[src/design/lsu_pkg.sv]
package lsu_pkg;

  // Data and address width
  localparam int xlen = 32;

  // Register index width
  localparam int reg_w = 5;

  // Default RAM depth as a word address width, 1024 words
  localparam int ram_addr_w = 10;

  ////////////////////
  // Operation kinds
  ////////////////////

  typedef enum logic [1:0] {
    op_alu   = 2'b00,
    op_load  = 2'b01,
    op_store = 2'b10
  } op_t;

  // Width codes on the issue port, funct3 style
  localparam logic [2:0] f3_b  = 3'b000;
  localparam logic [2:0] f3_h  = 3'b001;
  localparam logic [2:0] f3_w  = 3'b010;
  localparam logic [2:0] f3_bu = 3'b100;
  localparam logic [2:0] f3_hu = 3'b101;

  ////////////////////
  // Load and store control
  ////////////////////

  // One-hot load kind, bit 0 is lb up to bit 4 for lhu
  typedef enum logic [4:0] {
    ld_none = 5'b00000,
    ld_lb   = 5'b00001,
    ld_lh   = 5'b00010,
    ld_lw   = 5'b00100,
    ld_lbu  = 5'b01000,
    ld_lhu  = 5'b10000
  } load_ctrl_t;

  // Store width, zero when not a store
  typedef enum logic [2:0] {
    st_none = 3'b000,
    st_sb   = 3'b001,
    st_sh   = 3'b010,
    st_sw   = 3'b100
  } store_ctrl_t;

  // Writeback result source
  typedef enum logic {
    wb_alu = 1'b0,
    wb_mem = 1'b1
  } wb_sel_t;

endpackage
[src/design/stage_if.sv]
`timescale 1ns/1ps

// One pipeline register bundle between two stages
interface stage_if;

  // Payload
  logic [lsu_pkg::xlen-1:0]  alures;
  logic [lsu_pkg::reg_w-1:0] rd;
  logic [lsu_pkg::reg_w-1:0] rs2;
  logic [lsu_pkg::xlen-1:0]  rs2_data;

  // Control strobes
  logic                      regwrite;
  logic                      memread;
  logic                      memwrite;
  lsu_pkg::load_ctrl_t       load_ctrl;
  lsu_pkg::store_ctrl_t      store_ctrl;

  // Stage that owns the register
  modport send (
    output alures,
    output rd,
    output rs2,
    output rs2_data,
    output regwrite,
    output memread,
    output memwrite,
    output load_ctrl,
    output store_ctrl
  );

  // Stage that consumes it
  modport receive (
    input alures,
    input rd,
    input rs2,
    input rs2_data,
    input regwrite,
    input memread,
    input memwrite,
    input load_ctrl,
    input store_ctrl
  );

endinterface

[src/design/mem_stage.sv]
`timescale 1ns/1ps

module mem_stage #(
  parameter int ADDR_W = lsu_pkg::ram_addr_w
) (
  input  logic                      clk,
  input  logic                      reset,
  input  logic                      hold,
  stage_if.receive                  ex_mem,
  input  logic [lsu_pkg::xlen-1:0]  wb_res,
  input  logic                      wb_regwrite,
  input  logic [lsu_pkg::reg_w-1:0] wb_rd,
  input  logic [lsu_pkg::xlen-1:0]  ram_dout,
  output logic                      ram_we,
  output logic [3:0]                ram_be,
  output logic [ADDR_W-1:0]         ram_addr,
  output logic [lsu_pkg::xlen-1:0]  ram_din,
  stage_if.send                     mem_wb,
  output logic [lsu_pkg::xlen-1:0]  load_data
);

  logic                     fwd_hit;
  logic                     held_q;
  logic [lsu_pkg::xlen-1:0] dout_keep;
  logic [lsu_pkg::xlen-1:0] ld_word;

  ////////////////////
  // Byte enables
  ////////////////////

  always_comb begin
    case (ex_mem.store_ctrl)
      lsu_pkg::st_sb: begin
        // One lane picked by the low address bits
        case (ex_mem.alures[1:0])
          2'b00: ram_be = 4'b0001;
          2'b01: ram_be = 4'b0010;
          2'b10: ram_be = 4'b0100;
          2'b11: ram_be = 4'b1000;
        endcase
      end
      lsu_pkg::st_sh: begin
        // Lane pair with offset 3 wrapping to lane 0
        case (ex_mem.alures[1:0])
          2'b00: ram_be = 4'b0011;
          2'b01: ram_be = 4'b0110;
          2'b10: ram_be = 4'b1100;
          2'b11: ram_be = 4'b1001;
        endcase
      end
      // sw and non-stores
      default: ram_be = 4'b1111;
    endcase
  end

  ////////////////////
  // Store data and RAM drive
  ////////////////////

  // Writeback result overrides stale rs2 data
  // x0 never forwards
  assign fwd_hit = ex_mem.memwrite && wb_regwrite && (wb_rd != '0) && (wb_rd == ex_mem.rs2);

  // Store data goes out unshifted on its own lanes
  assign ram_din = fwd_hit ? wb_res : ex_mem.rs2_data;

  // Write lands once on the edge that moves the store on
  assign ram_we = ex_mem.memwrite && !hold;

  // Word address above the two byte bits
  assign ram_addr = ex_mem.alures[ADDR_W+1:2];

  ////////////////////
  // Load extension
  ////////////////////

  // Once held the RAM reads the EX/MEM address again
  // The word for the load in MEM/WB is kept aside meanwhile
  always_ff @(posedge clk) begin
    if (reset) begin
      held_q <= 1'b0;
    end else begin
      held_q <= hold;
    end
  end

  always_ff @(posedge clk) begin
    if (!held_q) begin
      dout_keep <= ram_dout;
    end
  end

  assign ld_word = held_q ? dout_keep : ram_dout;

  // RAM word arrives with the MEM/WB load kind
  // Only the low lanes are used
  always_comb begin
    case (mem_wb.load_ctrl)
      lsu_pkg::ld_lb:  load_data = {{(lsu_pkg::xlen-8){ld_word[7]}}, ld_word[7:0]};
      lsu_pkg::ld_lh:  load_data = {{(lsu_pkg::xlen-16){ld_word[15]}}, ld_word[15:0]};
      lsu_pkg::ld_lw:  load_data = ld_word;
      lsu_pkg::ld_lbu: load_data = {{(lsu_pkg::xlen-8){1'b0}}, ld_word[7:0]};
      lsu_pkg::ld_lhu: load_data = {{(lsu_pkg::xlen-16){1'b0}}, ld_word[15:0]};
      default:         load_data = '0;
    endcase
  end

  ////////////////////
  // MEM/WB register
  ////////////////////

  always_ff @(posedge clk) begin
    if (reset) begin
      mem_wb.regwrite  <= 1'b0;
      mem_wb.memread   <= 1'b0;
      mem_wb.memwrite  <= 1'b0;
      mem_wb.load_ctrl <= lsu_pkg::ld_none;
    end else if (!hold) begin
      mem_wb.regwrite  <= ex_mem.regwrite;
      mem_wb.memread   <= ex_mem.memread;
      mem_wb.memwrite  <= ex_mem.memwrite;
      mem_wb.load_ctrl <= ex_mem.load_ctrl;
    end
  end

  // Payload
  always_ff @(posedge clk) begin
    if (!hold) begin
      mem_wb.alures <= ex_mem.alures;
      mem_wb.rd     <= ex_mem.rd;
    end
  end

  // Store fields end here
  assign mem_wb.rs2        = '0;
  assign mem_wb.rs2_data   = '0;
  assign mem_wb.store_ctrl = lsu_pkg::st_none;

  // Decode upstream never marks one op as both load and store
  a_rw_excl: assert property (@(posedge clk) disable iff (reset)
    !(ex_mem.memread && ex_mem.memwrite));

  // Extender select stays one-hot across the stage boundary
  a_ld_onehot: assert property (@(posedge clk) disable iff (reset)
    $onehot0(mem_wb.load_ctrl));

endmodule

[src/flat_wrapper.sv]
// flat-port wrapper written by rule: the top's interface ports become plain ports
module mem_stage_flat 
#(
  parameter int ADDR_W = lsu_pkg::ram_addr_w
)
  (clk, reset, hold, wb_res, wb_regwrite, wb_rd, ram_dout, ram_we, ram_be, ram_addr, ram_din, load_data, ex_mem_alures, ex_mem_rd, ex_mem_rs2, ex_mem_rs2_data, ex_mem_regwrite, ex_mem_memread, ex_mem_memwrite, ex_mem_load_ctrl, ex_mem_store_ctrl, mem_wb_alures, mem_wb_rd, mem_wb_rs2, mem_wb_rs2_data, mem_wb_regwrite, mem_wb_memread, mem_wb_memwrite, mem_wb_load_ctrl, mem_wb_store_ctrl);
  stage_if ex_mem_i ();
  stage_if mem_wb_i ();
  input  logic clk;
  input  logic reset;
  input  logic hold;
  input  logic [lsu_pkg::xlen-1:0] wb_res;
  input  logic wb_regwrite;
  input  logic [lsu_pkg::reg_w-1:0] wb_rd;
  input  logic [lsu_pkg::xlen-1:0] ram_dout;
  output logic ram_we;
  output logic [3:0] ram_be;
  output logic [ADDR_W-1:0] ram_addr;
  output logic [lsu_pkg::xlen-1:0] ram_din;
  output logic [lsu_pkg::xlen-1:0] load_data;
  input wire logic [$bits(ex_mem_i.alures)-1:0] ex_mem_alures;
  input wire logic [$bits(ex_mem_i.rd)-1:0] ex_mem_rd;
  input wire logic [$bits(ex_mem_i.rs2)-1:0] ex_mem_rs2;
  input wire logic [$bits(ex_mem_i.rs2_data)-1:0] ex_mem_rs2_data;
  input wire logic [$bits(ex_mem_i.regwrite)-1:0] ex_mem_regwrite;
  input wire logic [$bits(ex_mem_i.memread)-1:0] ex_mem_memread;
  input wire logic [$bits(ex_mem_i.memwrite)-1:0] ex_mem_memwrite;
  input wire logic [$bits(ex_mem_i.load_ctrl)-1:0] ex_mem_load_ctrl;
  input wire logic [$bits(ex_mem_i.store_ctrl)-1:0] ex_mem_store_ctrl;
  output wire logic [$bits(mem_wb_i.alures)-1:0] mem_wb_alures;
  output wire logic [$bits(mem_wb_i.rd)-1:0] mem_wb_rd;
  output wire logic [$bits(mem_wb_i.rs2)-1:0] mem_wb_rs2;
  output wire logic [$bits(mem_wb_i.rs2_data)-1:0] mem_wb_rs2_data;
  output wire logic [$bits(mem_wb_i.regwrite)-1:0] mem_wb_regwrite;
  output wire logic [$bits(mem_wb_i.memread)-1:0] mem_wb_memread;
  output wire logic [$bits(mem_wb_i.memwrite)-1:0] mem_wb_memwrite;
  output wire logic [$bits(mem_wb_i.load_ctrl)-1:0] mem_wb_load_ctrl;
  output wire logic [$bits(mem_wb_i.store_ctrl)-1:0] mem_wb_store_ctrl;
  assign ex_mem_i.alures = ex_mem_alures;
  assign ex_mem_i.rd = ex_mem_rd;
  assign ex_mem_i.rs2 = ex_mem_rs2;
  assign ex_mem_i.rs2_data = ex_mem_rs2_data;
  assign ex_mem_i.regwrite = ex_mem_regwrite;
  assign ex_mem_i.memread = ex_mem_memread;
  assign ex_mem_i.memwrite = ex_mem_memwrite;
  assign ex_mem_i.load_ctrl = ex_mem_load_ctrl;
  assign ex_mem_i.store_ctrl = ex_mem_store_ctrl;
  assign mem_wb_alures = mem_wb_i.alures;
  assign mem_wb_rd = mem_wb_i.rd;
  assign mem_wb_rs2 = mem_wb_i.rs2;
  assign mem_wb_rs2_data = mem_wb_i.rs2_data;
  assign mem_wb_regwrite = mem_wb_i.regwrite;
  assign mem_wb_memread = mem_wb_i.memread;
  assign mem_wb_memwrite = mem_wb_i.memwrite;
  assign mem_wb_load_ctrl = mem_wb_i.load_ctrl;
  assign mem_wb_store_ctrl = mem_wb_i.store_ctrl;
  mem_stage #(.ADDR_W(ADDR_W)) u_core (.clk(clk), .reset(reset), .hold(hold), .ex_mem(ex_mem_i), .wb_res(wb_res), .wb_regwrite(wb_regwrite), .wb_rd(wb_rd), .ram_dout(ram_dout), .ram_we(ram_we), .ram_be(ram_be), .ram_addr(ram_addr), .ram_din(ram_din), .mem_wb(mem_wb_i), .load_data(load_data));
endmodule
[config.mk]
export PLATFORM = sky130hd
export DESIGN_NAME = mem_stage_flat
export DESIGN_NICKNAME = d
export VERILOG_FILES = /design/src/design/lsu_pkg.sv /design/src/design/stage_if.sv /design/src/design/mem_stage.sv /design/src/flat_wrapper.sv
export SDC_FILE = /design/constraint.sdc
export NUM_CORES = 1
export LEC_CHECK = 0
export BUFFER_PORTS_ARGS = -buffer_cell sky130_fd_sc_hd__buf_2
export CORE_AREA = 4 4 121 123
export CTS_CLUSTER_SIZE = 14
export DETAILED_ROUTE_END_ITERATION = 8
export DIE_AREA = 0 0 125 127
export PLACE_DENSITY = 0.7
export REMOVE_ABC_BUFFERS = 1
export SLEW_MARGIN = 20
export SYNTH_ARGS = -nofsm -noshare
export SYNTH_HDL_FRONTEND = slang
export SYNTH_SLANG_ARGS = --single-unit
[constraint.sdc]
create_clock -name clk -period 1.91 [get_ports clk]
set_input_delay 0.382 -clock clk [delete_from_list [all_inputs] [get_ports clk]]
set_output_delay 0.382 -clock clk [all_outputs]
set_load 0.02 [all_outputs]
==> Implementation_results.wiki, run 1 <==
{| class="wikitable"
! Metric !! Value
|-
| First-pass GRT wire length || 19.0 mm
|-
| Result of the run || finished, violations left
|-
| Leading post-synthesis cells by cell area || sky130_fd_sc_hd__edfxtp_1 28%, sky130_fd_sc_hd__dfxtp_1 20%, sky130_fd_sc_hd__mux2_4 12%, sky130_fd_sc_hd__buf_4 9.3%, sky130_fd_sc_hd__mux2_2 7.8%
|-
| Least-Margin Pin Slew || 0.515 ns
|-
| Synth Instances || 336
|-
| Total number of vias || 3467
|-
| Worst slew margin relative to its limit || 65.5%
|-
| Longest Clk Path Bufs || 2
|-
| GRT Overall Usage || 15.4%
|-
| Total routed wirelength || 13.3 mm
|-
| Final non-filler cell area || 0.00637 mm2
|-
| Number of flops mapped to enable cells by yosys || 37
|-
| Vias in the first global route || 3366
|-
| Critical Path RT || 1.53 ns
|-
| Seq cells post-synth || 78
|-
| Maximum number of pins on one net before global-route repair || 38
|-
| X dimension of the die || 125 um
|-
| Library cell used as clock root buffer || sky130_fd_sc_hd__clkbuf_16
|-
| Die area || 0.0159 mm2
|-
| Length of the first detailed-routing pass in iterations || 4
|-
| Largest vdd supply drop || 351 uV
|-
| Pwr dens || 789 mW/mm2
|-
| Final clock skew || 0.00352 ns
|-
| Routability-driven placement congestion ratio || 0.739
|-
| Startpoint type of the worst setup path || primary input
|-
| Share of synthesized area occupied by flip-flops and latches || 47.8%
|-
| Cell area after technology mapping || 0.00404 mm2
|-
| Leading area contributor after synthesis || sky130_fd_sc_hd__edfxtp_1
|-
| Count of warnings emitted by yosys || 0
|-
| Utilization after layout || 46.6%
|-
| Most instantiated library cell after synthesis || sky130_fd_sc_hd__buf_4
|-
| Final setup violating endpoints || 62
|-
| Number of library cell types mapped by synthesis || 34
|-
| Count of hold buffers inserted by post-cts repair || 0
|-
| Final critical-path share of the clock period || 116%
|-
| Clock transition at path regs || 0.06 ns
|-
| Post-DP HPWL || 10.2 mm
|-
| Largest driver fanout on the critical path || 8
|-
| Data arrival time of the worst path || 1.84 ns
|-
| Hold Vio Cnt, Final || 0
|-
| Die H || 127 um
|-
| Cts bufs inserted || 9
|-
| Place WS || -0.364 ns
|-
| Worst skew pair latency || 0.33 ns
|-
| Global-route congestion overflow total || 0
|-
| DRC violations left || 0
|-
| Origin of the worst setup path || wb_rd[1]
|-
| Overall Power || 0.00502 W
|-
| Count of antenna-violating nets left after detailed routing || 0
|-
| IO Port Bufs || 281
|-
| DP Cell Count || 784
|-
| Cell area after placement || 0.00546 mm2
|-
| Nets || 787
|-
| Max-slew violation total from the final report || 0
|-
| Effective utilization at floorplan || 29.6%
|-
| Drt wl/cell || 16.4 um
|-
| IO Pins || 322
|-
| First DRT Iteration DRCs || 113
|-
| Nature of the critical path endpoint || output pin
|-
| Top-area cell type share of the netlist area || 27.5%
|-
| Achievable clock frequency || 450 MHz
|-
| Final setup margin || -0.310 ns
|-
| Cell leakage power || 3.30 nW
|-
| Failing checks || setup timing
|-
| Area Overhead vs Synth || 57.6%
|-
| Mean instance size in the synthesized netlist || 12.0 um2
|-
| Most used DFF post-synth || sky130_fd_sc_hd__dfxtp_1
|-
| Max-cap violation count || 0
|-
| Async set-reset flop share out of synthesis || 0%
|-
| Setup repair after global routing missed its margin || true
|-
| List of most frequent post-synthesis cells || 50 x sky130_fd_sc_hd__buf_4, 41 x sky130_fd_sc_hd__dfxtp_1, 37 x sky130_fd_sc_hd__edfxtp_1, 31 x sky130_fd_sc_hd__mux2_4, 28 x sky130_fd_sc_hd__mux2_2
|-
| Post-DR vias/cell || 4.27
|-
| Critical path class || primary input to output pin
|-
| Clock Sink Count || 78
|-
| Number of core rows || 43
|-
| Classification of the worst-slack hold path || primary input to flip-flop
|-
| Worst hold start || ex_mem_alures[14]
|-
| Number of non-filler instances in the completed layout || 811
|-
| CTS tree || yes
|-
| Start of the worst register-to-register path || u_core.held_q
|-
| CORE AREA || 0.0137 mm2
|-
| Time the final worst path needs with I/O delays and setup || 2.22 ns
|-
| H-Tree Depth || 3
|-
| Layout cell share with drive strength beyond 1 || 67.4%
|-
| Number of antenna violations at the first check in global routing || 1
|}
[where the power goes]
| part | internal [W] | total (W) | switching, W |
|---|---|---|---|
| logic | 0.000565 | 0.00128 | 0.000712 |
| clock network | 0.00114 | 0.00181 | 0.000672 |
| registers | 0.00189 | 0.00193 | 0.0000442 |
| total | 0.00360 | 0.00502 | 0.00143 |
[per-stage QoR]
step           hold slack, ns  setup TNS [ns]
6_report                0.220          -14.65
5_1_grt                 0.203          -18.87
4_1_cts                 0.202          -15.87
3_5_place_dp            0.444          -11.29
3_3_place_gp            0.442          -11.87
2_1_floorplan           0.429          -27.47
[flip-flops by register name, summed over array words and instances, names as in the netlist]
signal / flops
u_core.mem_wb.rd: 5
u_core.dout_keep: 32
u_core.mem_wb.memwrite: 1
u_core.mem_wb.alures: 32
u_core.mem_wb.load_ctrl: 5
u_core.held_q: 1
u_core.mem_wb.regwrite: 1
u_core.mem_wb.memread: 1
[metal layers]
metal	part of all wire, %	global-route usage [%]
met5	0	0
met4	1.4	4.97
met3	7.4	4.56
met2	55	28.6
met1	36	17.0
[final timing paths]
| kind | end | slack, ns | cells past startpoint |
|---|---|---|---|
| worst max-delay path | ram_din[2] | -0.31 | 8 |
| worst min-delay path | u_core.mem_wb.alures[14] | 0.22 | 1 |
| worst max register to register | u_core.dout_keep[17] | 0.75 | 2 |
| worst min register to register | u_core.dout_keep[6] | 0.46 | 2 |
[repair_timing]
item / in CTS / in global routing
gates resized for setup: 114 / 25
endpoints found under the hold margin: 0 / 0
pin swaps: 9 / 5
cloned: 3 / 0
setup endpoints to repair: 64 / 64
buffers inserted: 7 / 2
[cell type report]
type | instances | area, um2
clock inverters | 6 | 86.3
flip-flops and latches | 78 | 1950
diodes | 2 | 5.00
well taps | 180 | 225
clock buffers | 10 | 229
inverters | 11 | 41.3
repair buffers | 302 | 1890
fillers | 1287 | 7300
multi-input cells | 222 | 1940
[worst max-delay path, cell delays in order]
cell and delay [ns]:
sky130_fd_sc_hd__buf_8 0.10, sky130_fd_sc_hd__xor2_2 0.18, sky130_fd_sc_hd__nor3_4 0.22, sky130_fd_sc_hd__o2111ai_4 0.17
sky130_fd_sc_hd__buf_4 0.19, sky130_fd_sc_hd__buf_16 0.14, sky130_fd_sc_hd__mux2_4 0.29, sky130_fd_sc_hd__buf_2 0.16
[kinds of logic (layout without fill, tap and decap cells)]
logic type      Yosys count  count (layout)  share of synthesized area (%)
other cells               1              42                         0.0928
fa+ha+maj                 5               5                           1.55
mux                      71              71                           22.3
buf+inv                  75             329                           12.5
flops                    78              78                           47.8
simple gates             86              86                           11.6
xor+xnor                  6               6                           1.30
compound gates           14              14                           2.82
[placed cells by master (no fill, tap or decap), types with 16 or more instances in the layout]
| cell type | n |
|---|---|
| sky130_fd_sc_hd__edfxtp_1 | 37 |
| sky130_fd_sc_hd__nand4_1 | 16 |
| sky130_fd_sc_hd__mux2_2 | 21 |
| sky130_fd_sc_hd__buf_6 | 38 |
| sky130_fd_sc_hd__mux2_4 | 38 |
| sky130_fd_sc_hd__dfxtp_1 | 36 |
| sky130_fd_sc_hd__nand2_2 | 19 |
| sky130_fd_sc_hd__nor2_1 | 17 |
| sky130_fd_sc_hd__buf_2 | 245 |
| sky130_fd_sc_hd__conb_1 | 40 |
No activity file was read; power rests on OpenSTA's default activity.
==> run 2, diff against run 1 <==
--- a/config.mk
+++ b/config.mk
@@ -8,7 +8,7 @@
 export BUFFER_PORTS_ARGS = -buffer_cell sky130_fd_sc_hd__buf_2
-export CORE_AREA = 4 4 121 123
+export CORE_AREA = 4 4 122 124
 export CTS_CLUSTER_SIZE = 14
 export DETAILED_ROUTE_END_ITERATION = 8
-export DIE_AREA = 0 0 125 127
-export PLACE_DENSITY = 0.7
+export DIE_AREA = 0 0 126 128
+export PLACE_DENSITY = 0.67
 export REMOVE_ABC_BUFFERS = 1
==> constraint.sdc (replaced) <==
create_clock -name clk -period 2.3 [get_ports clk]
set_input_delay 0.115 -clock clk [delete_from_list [all_inputs] [get_ports clk]]
set_output_delay 0.115 -clock clk [all_outputs]
set_load 0.02 [all_outputs]
==> run 2 against run 1 <==
  * The run now ends clean
  * Final cell count rose by 3.5%
  * Clock power shrank 22%
  * Die area increased by 1.6%
  * Core utilization fell by 1.9 points
==> Implementation_results.wiki, run 2 (synthesis results as in run 1) <==
{| class="wikitable"
! Metric !! Value
|-
| Most frequent cells in the layout || 281 x sky130_fd_sc_hd__buf_2, 41 x sky130_fd_sc_hd__dfxtp_1, 40 x sky130_fd_sc_hd__conb_1, 40 x sky130_fd_sc_hd__dlygate4sd3_1, 37 x sky130_fd_sc_hd__edfxtp_1
|-
| CORE AREA || 0.0138 mm2 (+0.79%)
|-
| IO Port Bufs || 281 (unchanged)
|-
| Pwr dens || 649 mW/mm2 (-18%)
|-
| Critical Path RT || 2.18 ns (+0.65 ns)
|-
| Least-Margin Pin Slew || 0.534 ns (+0.0190 ns)
|-
| Largest vdd supply drop || 298 uV (-15%)
|-
| Max-cap violation count || 0 (unchanged)
|-
| Die H || 128 um (+0.79%)
|-
| Max-slew violation total from the final report || 0 (unchanged)
|-
| Maximum number of pins on one net before global-route repair || 21 (-45%)
|-
| Critical path class || flip-flop to output pin
|-
| Met3 wirelength from detailed routing || 1.09 mm (+10%)
|-
| Achievable clock frequency || 485 MHz
|-
| Utilization after layout || 44.7% (-1.9 points)
|-
| Clock transition at path regs || 0.06 ns (about the same)
|-
| Setup repair after global routing missed its margin || false
|-
| Data arrival time of the worst path || 1.95 ns (+0.11 ns)
|-
| Final setup violating endpoints || 0 (-100%)
|-
| Count of antenna-violating nets left after detailed routing || 0 (unchanged)
|-
| Registers with the most flip-flops || u_core.dout_keep (32), u_core.mem_wb.alures (32)
|-
| DRC violations left || 0 (unchanged)
|-
| Layout cell share with drive strength beyond 1 || 56.9% (-11 points)
|-
| Clock Sink Count || 78 (unchanged)
|-
| X dimension of the die || 126 um (+0.80%)
|-
| Nets || 817 (+3.8%)
|-
| Number of inserted diodes || 0 (-2)
|-
| Most common library cell in the layout ignoring fill and taps || sky130_fd_sc_hd__buf_2
|-
| Number of core rows || 43 (unchanged)
|-
| Time the final worst path needs with I/O delays and setup || 2.06 ns
|-
| Global-route congestion overflow total || 0 (unchanged)
|-
| Library cell used as clock root buffer || sky130_fd_sc_hd__clkbuf_16
|-
| GRT Overall Usage || 16.0% (+0.56 points)
|-
| Largest driver fanout on the critical path || 16 (+8)
|-
| Length of the first detailed-routing pass in iterations || 4 (unchanged)
|-
| Vias in the first global route || 3639 (+8.1%)
|-
| Drt wl/cell || 16.2 um (-1.4%)
|-
| Number of antenna violations at the first check in global routing || 0 (-1)
|-
| Worst skew pair latency || 0.33 ns (about the same)
|-
| Total number of vias || 3530 (+1.8%)
|-
| Worst slew margin relative to its limit || 64.2% (-1.3 points)
|-
| Post-DP HPWL || 10.7 mm (+5.3%)
|-
| Setup total negative slack || 0 ns (+14.65 ns)
|-
| Filler instances || 1336 (+3.8%)
|-
| Result of the run || complete, no violations
|-
| Classification of the worst-slack hold path || primary input to flip-flop
|-
| Final critical-path share of the clock period || 89.6%
|-
| IO Pins || 322 (unchanged)
|-
| Area Overhead vs Synth || 52.5%
|-
| Nature of the critical path endpoint || output pin
|-
| Longest Clk Path Bufs || 2 (unchanged)
|-
| Post-route met1 wirelength || 4.79 mm (-1.2%)
|-
| Die area || 0.0161 mm2 (+1.6%)
|-
| Cts bufs inserted || 9 (unchanged)
|-
| Routability-driven placement congestion ratio || 0.771 (+4.3%)
|-
| Top layer in use || met4
|-
| First-pass GRT wire length || 19.7 mm (+3.9%)
|-
| H-Tree Depth || 3 (unchanged)
|-
| Total routed wirelength || 13.6 mm (+2.0%)
|-
| Cell leakage power || 3.25 nW (-1.6%)
|-
| Routed wire length on met2 || 7.46 mm (+2.0%)
|-
| First DRT Iteration DRCs || 84 (-26%)
|-
| Post-DR vias/cell || 4.21 (-1.6%)
|-
| CTS tree || yes
|-
| Final clock skew || 0.00704 ns (+0.00352 ns)
|-
| Hold Vio Cnt, Final || 0 (unchanged)
|-
| Effective utilization at floorplan || 29.3% (-0.23 points)
|-
| Startpoint type of the worst setup path || flip-flop
|}
## run 2: cell types whose count changed in the layout (fill, tap and decap cells not counted), moves of 5 or more
cell,delta
sky130_fd_sc_hd__buf_2,+36
sky130_fd_sc_hd__buf_6,-38
sky130_fd_sc_hd__dfxtp_1,+5
sky130_fd_sc_hd__dlygate4sd3_1,+40
sky130_fd_sc_hd__mux2_2,+7
sky130_fd_sc_hd__mux2_4,-7
sky130_fd_sc_hd__nand2_1,+21
sky130_fd_sc_hd__nand2_2,-19
sky130_fd_sc_hd__nand2b_1,+7
sky130_fd_sc_hd__nand2b_4,-7
## run 2: area by class of cell
type                            instances  area (um2)  area share [%]
Multi-Input combinational cell        222        1750            28.4
Timing Repair Buffer                  332        1910            31.1
Inverter                               11        41.3           0.670
Clock buffer                            9         225            3.65
Tap cell                              180         225            3.65
Clock inverter                          7        73.8            1.20
Sequential cell                        78        1930            31.4
## run 2: path summary, 6_finish.rpt
| kind | cells after the start | slack, ns | from | to |
|---|---|---|---|---|
| max | 6 | 0.24 | u_core.mem_wb.load_ctrl[0] | load_data[30] |
| min | 3 | 0.01 | ram_dout[5] | u_core.dout_keep[5] |
| max reg2reg | 2 | 1.06 | u_core.held_q | u_core.dout_keep[27] |
| min reg2reg | 2 | 0.46 | u_core.dout_keep[6] | u_core.dout_keep[6] |
## run 2: what timing repair did
action	in CTS	in global routing
hold buffers	40	0
buffers inserted	0	1
hold endpoints to repair	40	0
endpoints found under the setup margin	0	1
gates resized for setup	0	0
## run 2: metrics by stage
stage / instances / setup WS [ns] / cell area, um2 / hold WS, ns / power [W]
3_3_place_gp: 782 / 0.483 / 5440 / 0.292 / 0.00254
2_1_floorplan: 311 / 0.114 / 3720 / 0.182 / 0.00216
4_1_cts: 838 / 0.132 / 6140 / 0.00300 / 0.00405
6_report: 839 / 0.239 / 6160 / 0.0139 / 0.00400
5_1_grt: 839 / 0.112 / 6160 / 0.0155 / 0.00419
3_5_place_dp: 782 / 0.456 / 5440 / 0.293 / 0.00255
## run 2: worst max-delay path: stages, from the launching register on
cell and delay (ns):
sky130_fd_sc_hd__dfxtp_1 0.40, sky130_fd_sc_hd__or3_4 0.44, sky130_fd_sc_hd__nor3b_4 0.28, sky130_fd_sc_hd__a21boi_4 0.10
sky130_fd_sc_hd__buf_12 0.15, sky130_fd_sc_hd__nand2_1 0.08, sky130_fd_sc_hd__buf_2 0.17
## run 2: layer usage
layer | up-vias | GRT usage [%]
met4 | 0 | 5.62
met1 | 1626 | 16.7
met2 | 176 | 30.3
li1 | 1710 | -
met5 | - | 0
met3 | 18 | 4.83
## run 2: where the power goes
part	internal, W	total, W	switching [W]
clock network	0.000844	0.00142	0.000577
logic	0.000405	0.000970	0.000566
registers	0.00157	0.00161	0.0000364
==> run 3, diff against run 2 <==
- CORE_AREA: 4 4 122 124 -> 4 4 124 126
- CTS_BUF_LIST: default -> sky130_fd_sc_hd__clkbuf_4
- DIE_AREA: 0 0 126 128 -> 0 0 128 130
- PLACE_DENSITY: 0.67 -> 0.65
==> run 3 against run 2 <==
  * Critical path depth stayed put
  * Non-clock buffer count rose by 39
  * Sequential share of layout area down 1.3 points
  * Die area increased by 3.2%
  * Combinational power grew 5%
  * Sequential power about the same
  * Wire length is 0.24% higher
  * Setup slack got worse by 0.058 ns
  * Clock power down 33%
  * Via count up 4.3%
  * Flip-flop and latch count unchanged
  * Critical endpoint is now load_data[16]
  * Largest power group unchanged
  * Highest routed layer unchanged
==> Implementation_results.wiki, run 3 (synthesis results as in run 1) <==
{| class="wikitable"
! Metric !! Value
|-
| Result of the run || complete, no violations
|-
| Most frequent cells in the layout || 281 x sky130_fd_sc_hd__buf_2, 83 x sky130_fd_sc_hd__dlygate4sd3_1, 41 x sky130_fd_sc_hd__dfxtp_1
|-
| Post-DR vias/cell || 4.17 (-0.98%)
|-
| Final critical-path share of the clock period || 92.1% (+2.5 points)
|-
| Classification of the worst-slack hold path || primary input to flip-flop
|-
| Effective utilization at floorplan || 28.2% (-1.1 points)
|-
| First DRT Iteration DRCs || 104 (+24%)
|-
| Area used by sequential logic in the layout || 0.00193 mm2 (unchanged)
|-
| Longest Clk Path Bufs || 2 (unchanged)
|-
| Cell leakage power || 3.36 nW (+3.5%)
|-
| Layout cell share with drive strength beyond 1 || 53.2% (-3.8 points)
|-
| Worst r2r path cells || 4 (+2)
|-
| IO Pins || 322 (unchanged)
|-
| Critical path class || flip-flop to output pin
|-
| Vias in the first global route || 3788 (+4.1%)
|-
| Post-DP HPWL || 10.5 mm (-2.3%)
|-
| Pwr dens || 556 mW/mm2 (-14%)
|-
| H-Tree Depth || 3 (unchanged)
|-
| Clock Sink Count || 78 (unchanged)
|-
| Final clock skew || 0.0216 ns (+0.0146 ns)
|-
| Instance count along the most critical hold path || 4 (+1)
|-
| Total routed wirelength || 13.6 mm (+0.24%)
|-
| Number of core rows || 44 (+2.3%)
|-
| Least-Margin Pin Slew || 0.583 ns (+0.0495 ns)
|-
| Post-route met1 wirelength || 4.49 mm (-6.3%)
|-
| Max-cap violation count || 0 (unchanged)
|-
| Global-route congestion overflow total || 0 (unchanged)
|-
| Time the final worst path needs with I/O delays and setup || 2.12 ns (+0.0579 ns)
|-
| Length of the first detailed-routing pass in iterations || 5 (+1)
|-
| Worst hold start || ex_mem_memwrite
|-
| CTS tree || yes
|-
| Clock transition at path regs || 0.13 ns (+0.07 ns)
|-
| Start of the worst register-to-register path || u_core.mem_wb.load_ctrl[2]
|-
| Critical Path RT || 2.18 ns (about the same)
|-
| Drt wl/cell || 15.4 um (-4.9%)
|-
| Setup total negative slack || 0 ns (unchanged)
|-
| IO Port Bufs || 281 (unchanged)
|-
| Die area || 0.0166 mm2 (+3.2%)
|-
| Die H || 130 um (+1.6%)
|-
| GRT Overall Usage || 15.7% (-0.27 points)
|-
| Final non-filler cell area || 0.00644 mm2 (+4.5%)
|-
| Library cell used as clock root buffer || sky130_fd_sc_hd__clkbuf_4
|-
| Cell area after placement || 0.00542 mm2 (-0.46%)
|-
| Cts bufs inserted || 9 (unchanged)
|-
| Top layer in use || met4
|-
| Hold Vio Cnt, Final || 0 (unchanged)
|-
| DRC violations left || 0 (unchanged)
|-
| Data arrival time of the worst path || 2.00 ns (+0.05 ns)
|-
| Count of antenna-violating nets left after detailed routing || 0 (unchanged)
|-
| Nature of the critical path endpoint || output pin
|-
| Number of antenna violations at the first check in global routing || 3 (+3)
|-
| X dimension of the die || 128 um (+1.6%)
|-
| Worst hold-check slack || 0.101 ns (+0.0875 ns)
|-
| Area Overhead vs Synth || 59.4%
|-
| Max-slew violation total from the final report || 0 (unchanged)
|-
| Achievable clock frequency || 472 MHz (-2.7%)
|-
| Worst slew margin relative to its limit || 60.9% (-3.3 points)
|-
| Met3 wirelength from detailed routing || 1.26 mm (+16%)
|-
| Final setup violating endpoints || 0 (unchanged)
|-
| Worst skew pair latency || 0.43 ns (+0.10 ns)
|-
| Routability-driven placement congestion ratio || 0.767 (-0.44%)
|-
| Setup repair after global routing missed its margin || false
|-
| Routed wire length on met2 || 7.55 mm (+1.2%)
|-
| Total area of multi-input combinational cells || 0.00175 mm2 (unchanged)
|-
| Largest driver fanout on the critical path || 16 (unchanged)
|-
| Maximum number of pins on one net before global-route repair || 38 (+81%)
|-
| CORE AREA || 0.0143 mm2 (+3.9%)
|-
| Largest vdd supply drop || 187 uV (-37%)
|-
| Total number of vias || 3683 (+4.3%)
|-
| Startpoint type of the worst setup path || flip-flop
|-
| Nets || 856 (+4.8%)
|-
| First-pass GRT wire length || 20.0 mm (+1.3%)
|-
| Registers with the most flip-flops || u_core.dout_keep (32), u_core.mem_wb.alures (32)
|-
| Filler instances || 1371 (+2.6%)
|-
| Most common library cell in the layout ignoring fill and taps || sky130_fd_sc_hd__buf_2
|-
| Origin of the worst setup path || u_core.mem_wb.load_ctrl[0]
|}
==> run 3: cell types whose count changed in the layout (fill, tap and decap cells not counted), moves of 2 or more <==
cell and delta:
sky130_fd_sc_hd__clkbuf_4 +11, sky130_fd_sc_hd__clkinv_2 -2, sky130_fd_sc_hd__diode_2 +2, sky130_fd_sc_hd__dlygate4sd3_1 +43, sky130_fd_sc_hd__clkbuf_16 -9, sky130_fd_sc_hd__buf_4 -4
==> run 3: final timing paths <==
path                            slack [ns]                    endpoint
worst max register to register        0.79  u_core.mem_wb.load_ctrl[2]
worst max-delay path                  0.18               load_data[16]
worst min-delay path                  0.10      u_core.mem_wb.memwrite
worst min register to register        0.47         u_core.dout_keep[5]
==> run 3: metal layers <==
metal | track usage, % | vias up
met5 | 0 | -
met4 | 6.49 | 0
met3 | 4.83 | 25
met2 | 30.3 | 189
met1 | 15.6 | 1678
li1 | - | 1791
==> run 3: area by class of cell <==
cell class / count / share of cell area (%)
inverters: 11 / 0.641
clock buffers: 11 / 1.28
diodes: 2 / 0.0777
multi-input cells: 222 / 27.2
well taps: 184 / 3.58
repair buffers: 371 / 36.0
clock inverters: 5 / 1.28
flip-flops and latches: 78 / 30.0
==> run 3: worst max-delay path: stages (launching register included) <==
cell	delay (ns)
sky130_fd_sc_hd__dfxtp_1	0.41
sky130_fd_sc_hd__or3_4	0.44
sky130_fd_sc_hd__nor3b_4	0.27
sky130_fd_sc_hd__a21boi_4	0.09
sky130_fd_sc_hd__buf_12	0.15
sky130_fd_sc_hd__nand2_1	0.07
sky130_fd_sc_hd__buf_2	0.16
==> run 3: repair_timing <==
item | in CTS | in global routing
hold buffers | 83 | 0
endpoints found under the setup margin | 0 | 7
endpoints found under the hold margin | 77 | 0
buffers inserted | 0 | 1
gates resized for setup | 0 | 0
==> run 3: report_power, final <==
group / internal (W) / switching, W
registers: 0.00157 / 0.0000353
clock network: 0.000469 / 0.000487
logic: 0.000450 / 0.000572
==> run 3: per-stage QoR <==
step	setup WS [ns]	power, W	util (%)	std cells
3_5_place_dp	0.571	0.00254	37.8	782
4_1_cts	0.0707	0.00363	44.8	881
6_report	0.181	0.00358	45.0	884
3_3_place_gp	0.545	0.00253	37.8	782
2_1_floorplan	0.114	0.00216	-	311
5_1_grt	0.0245	0.00379	45.0	884
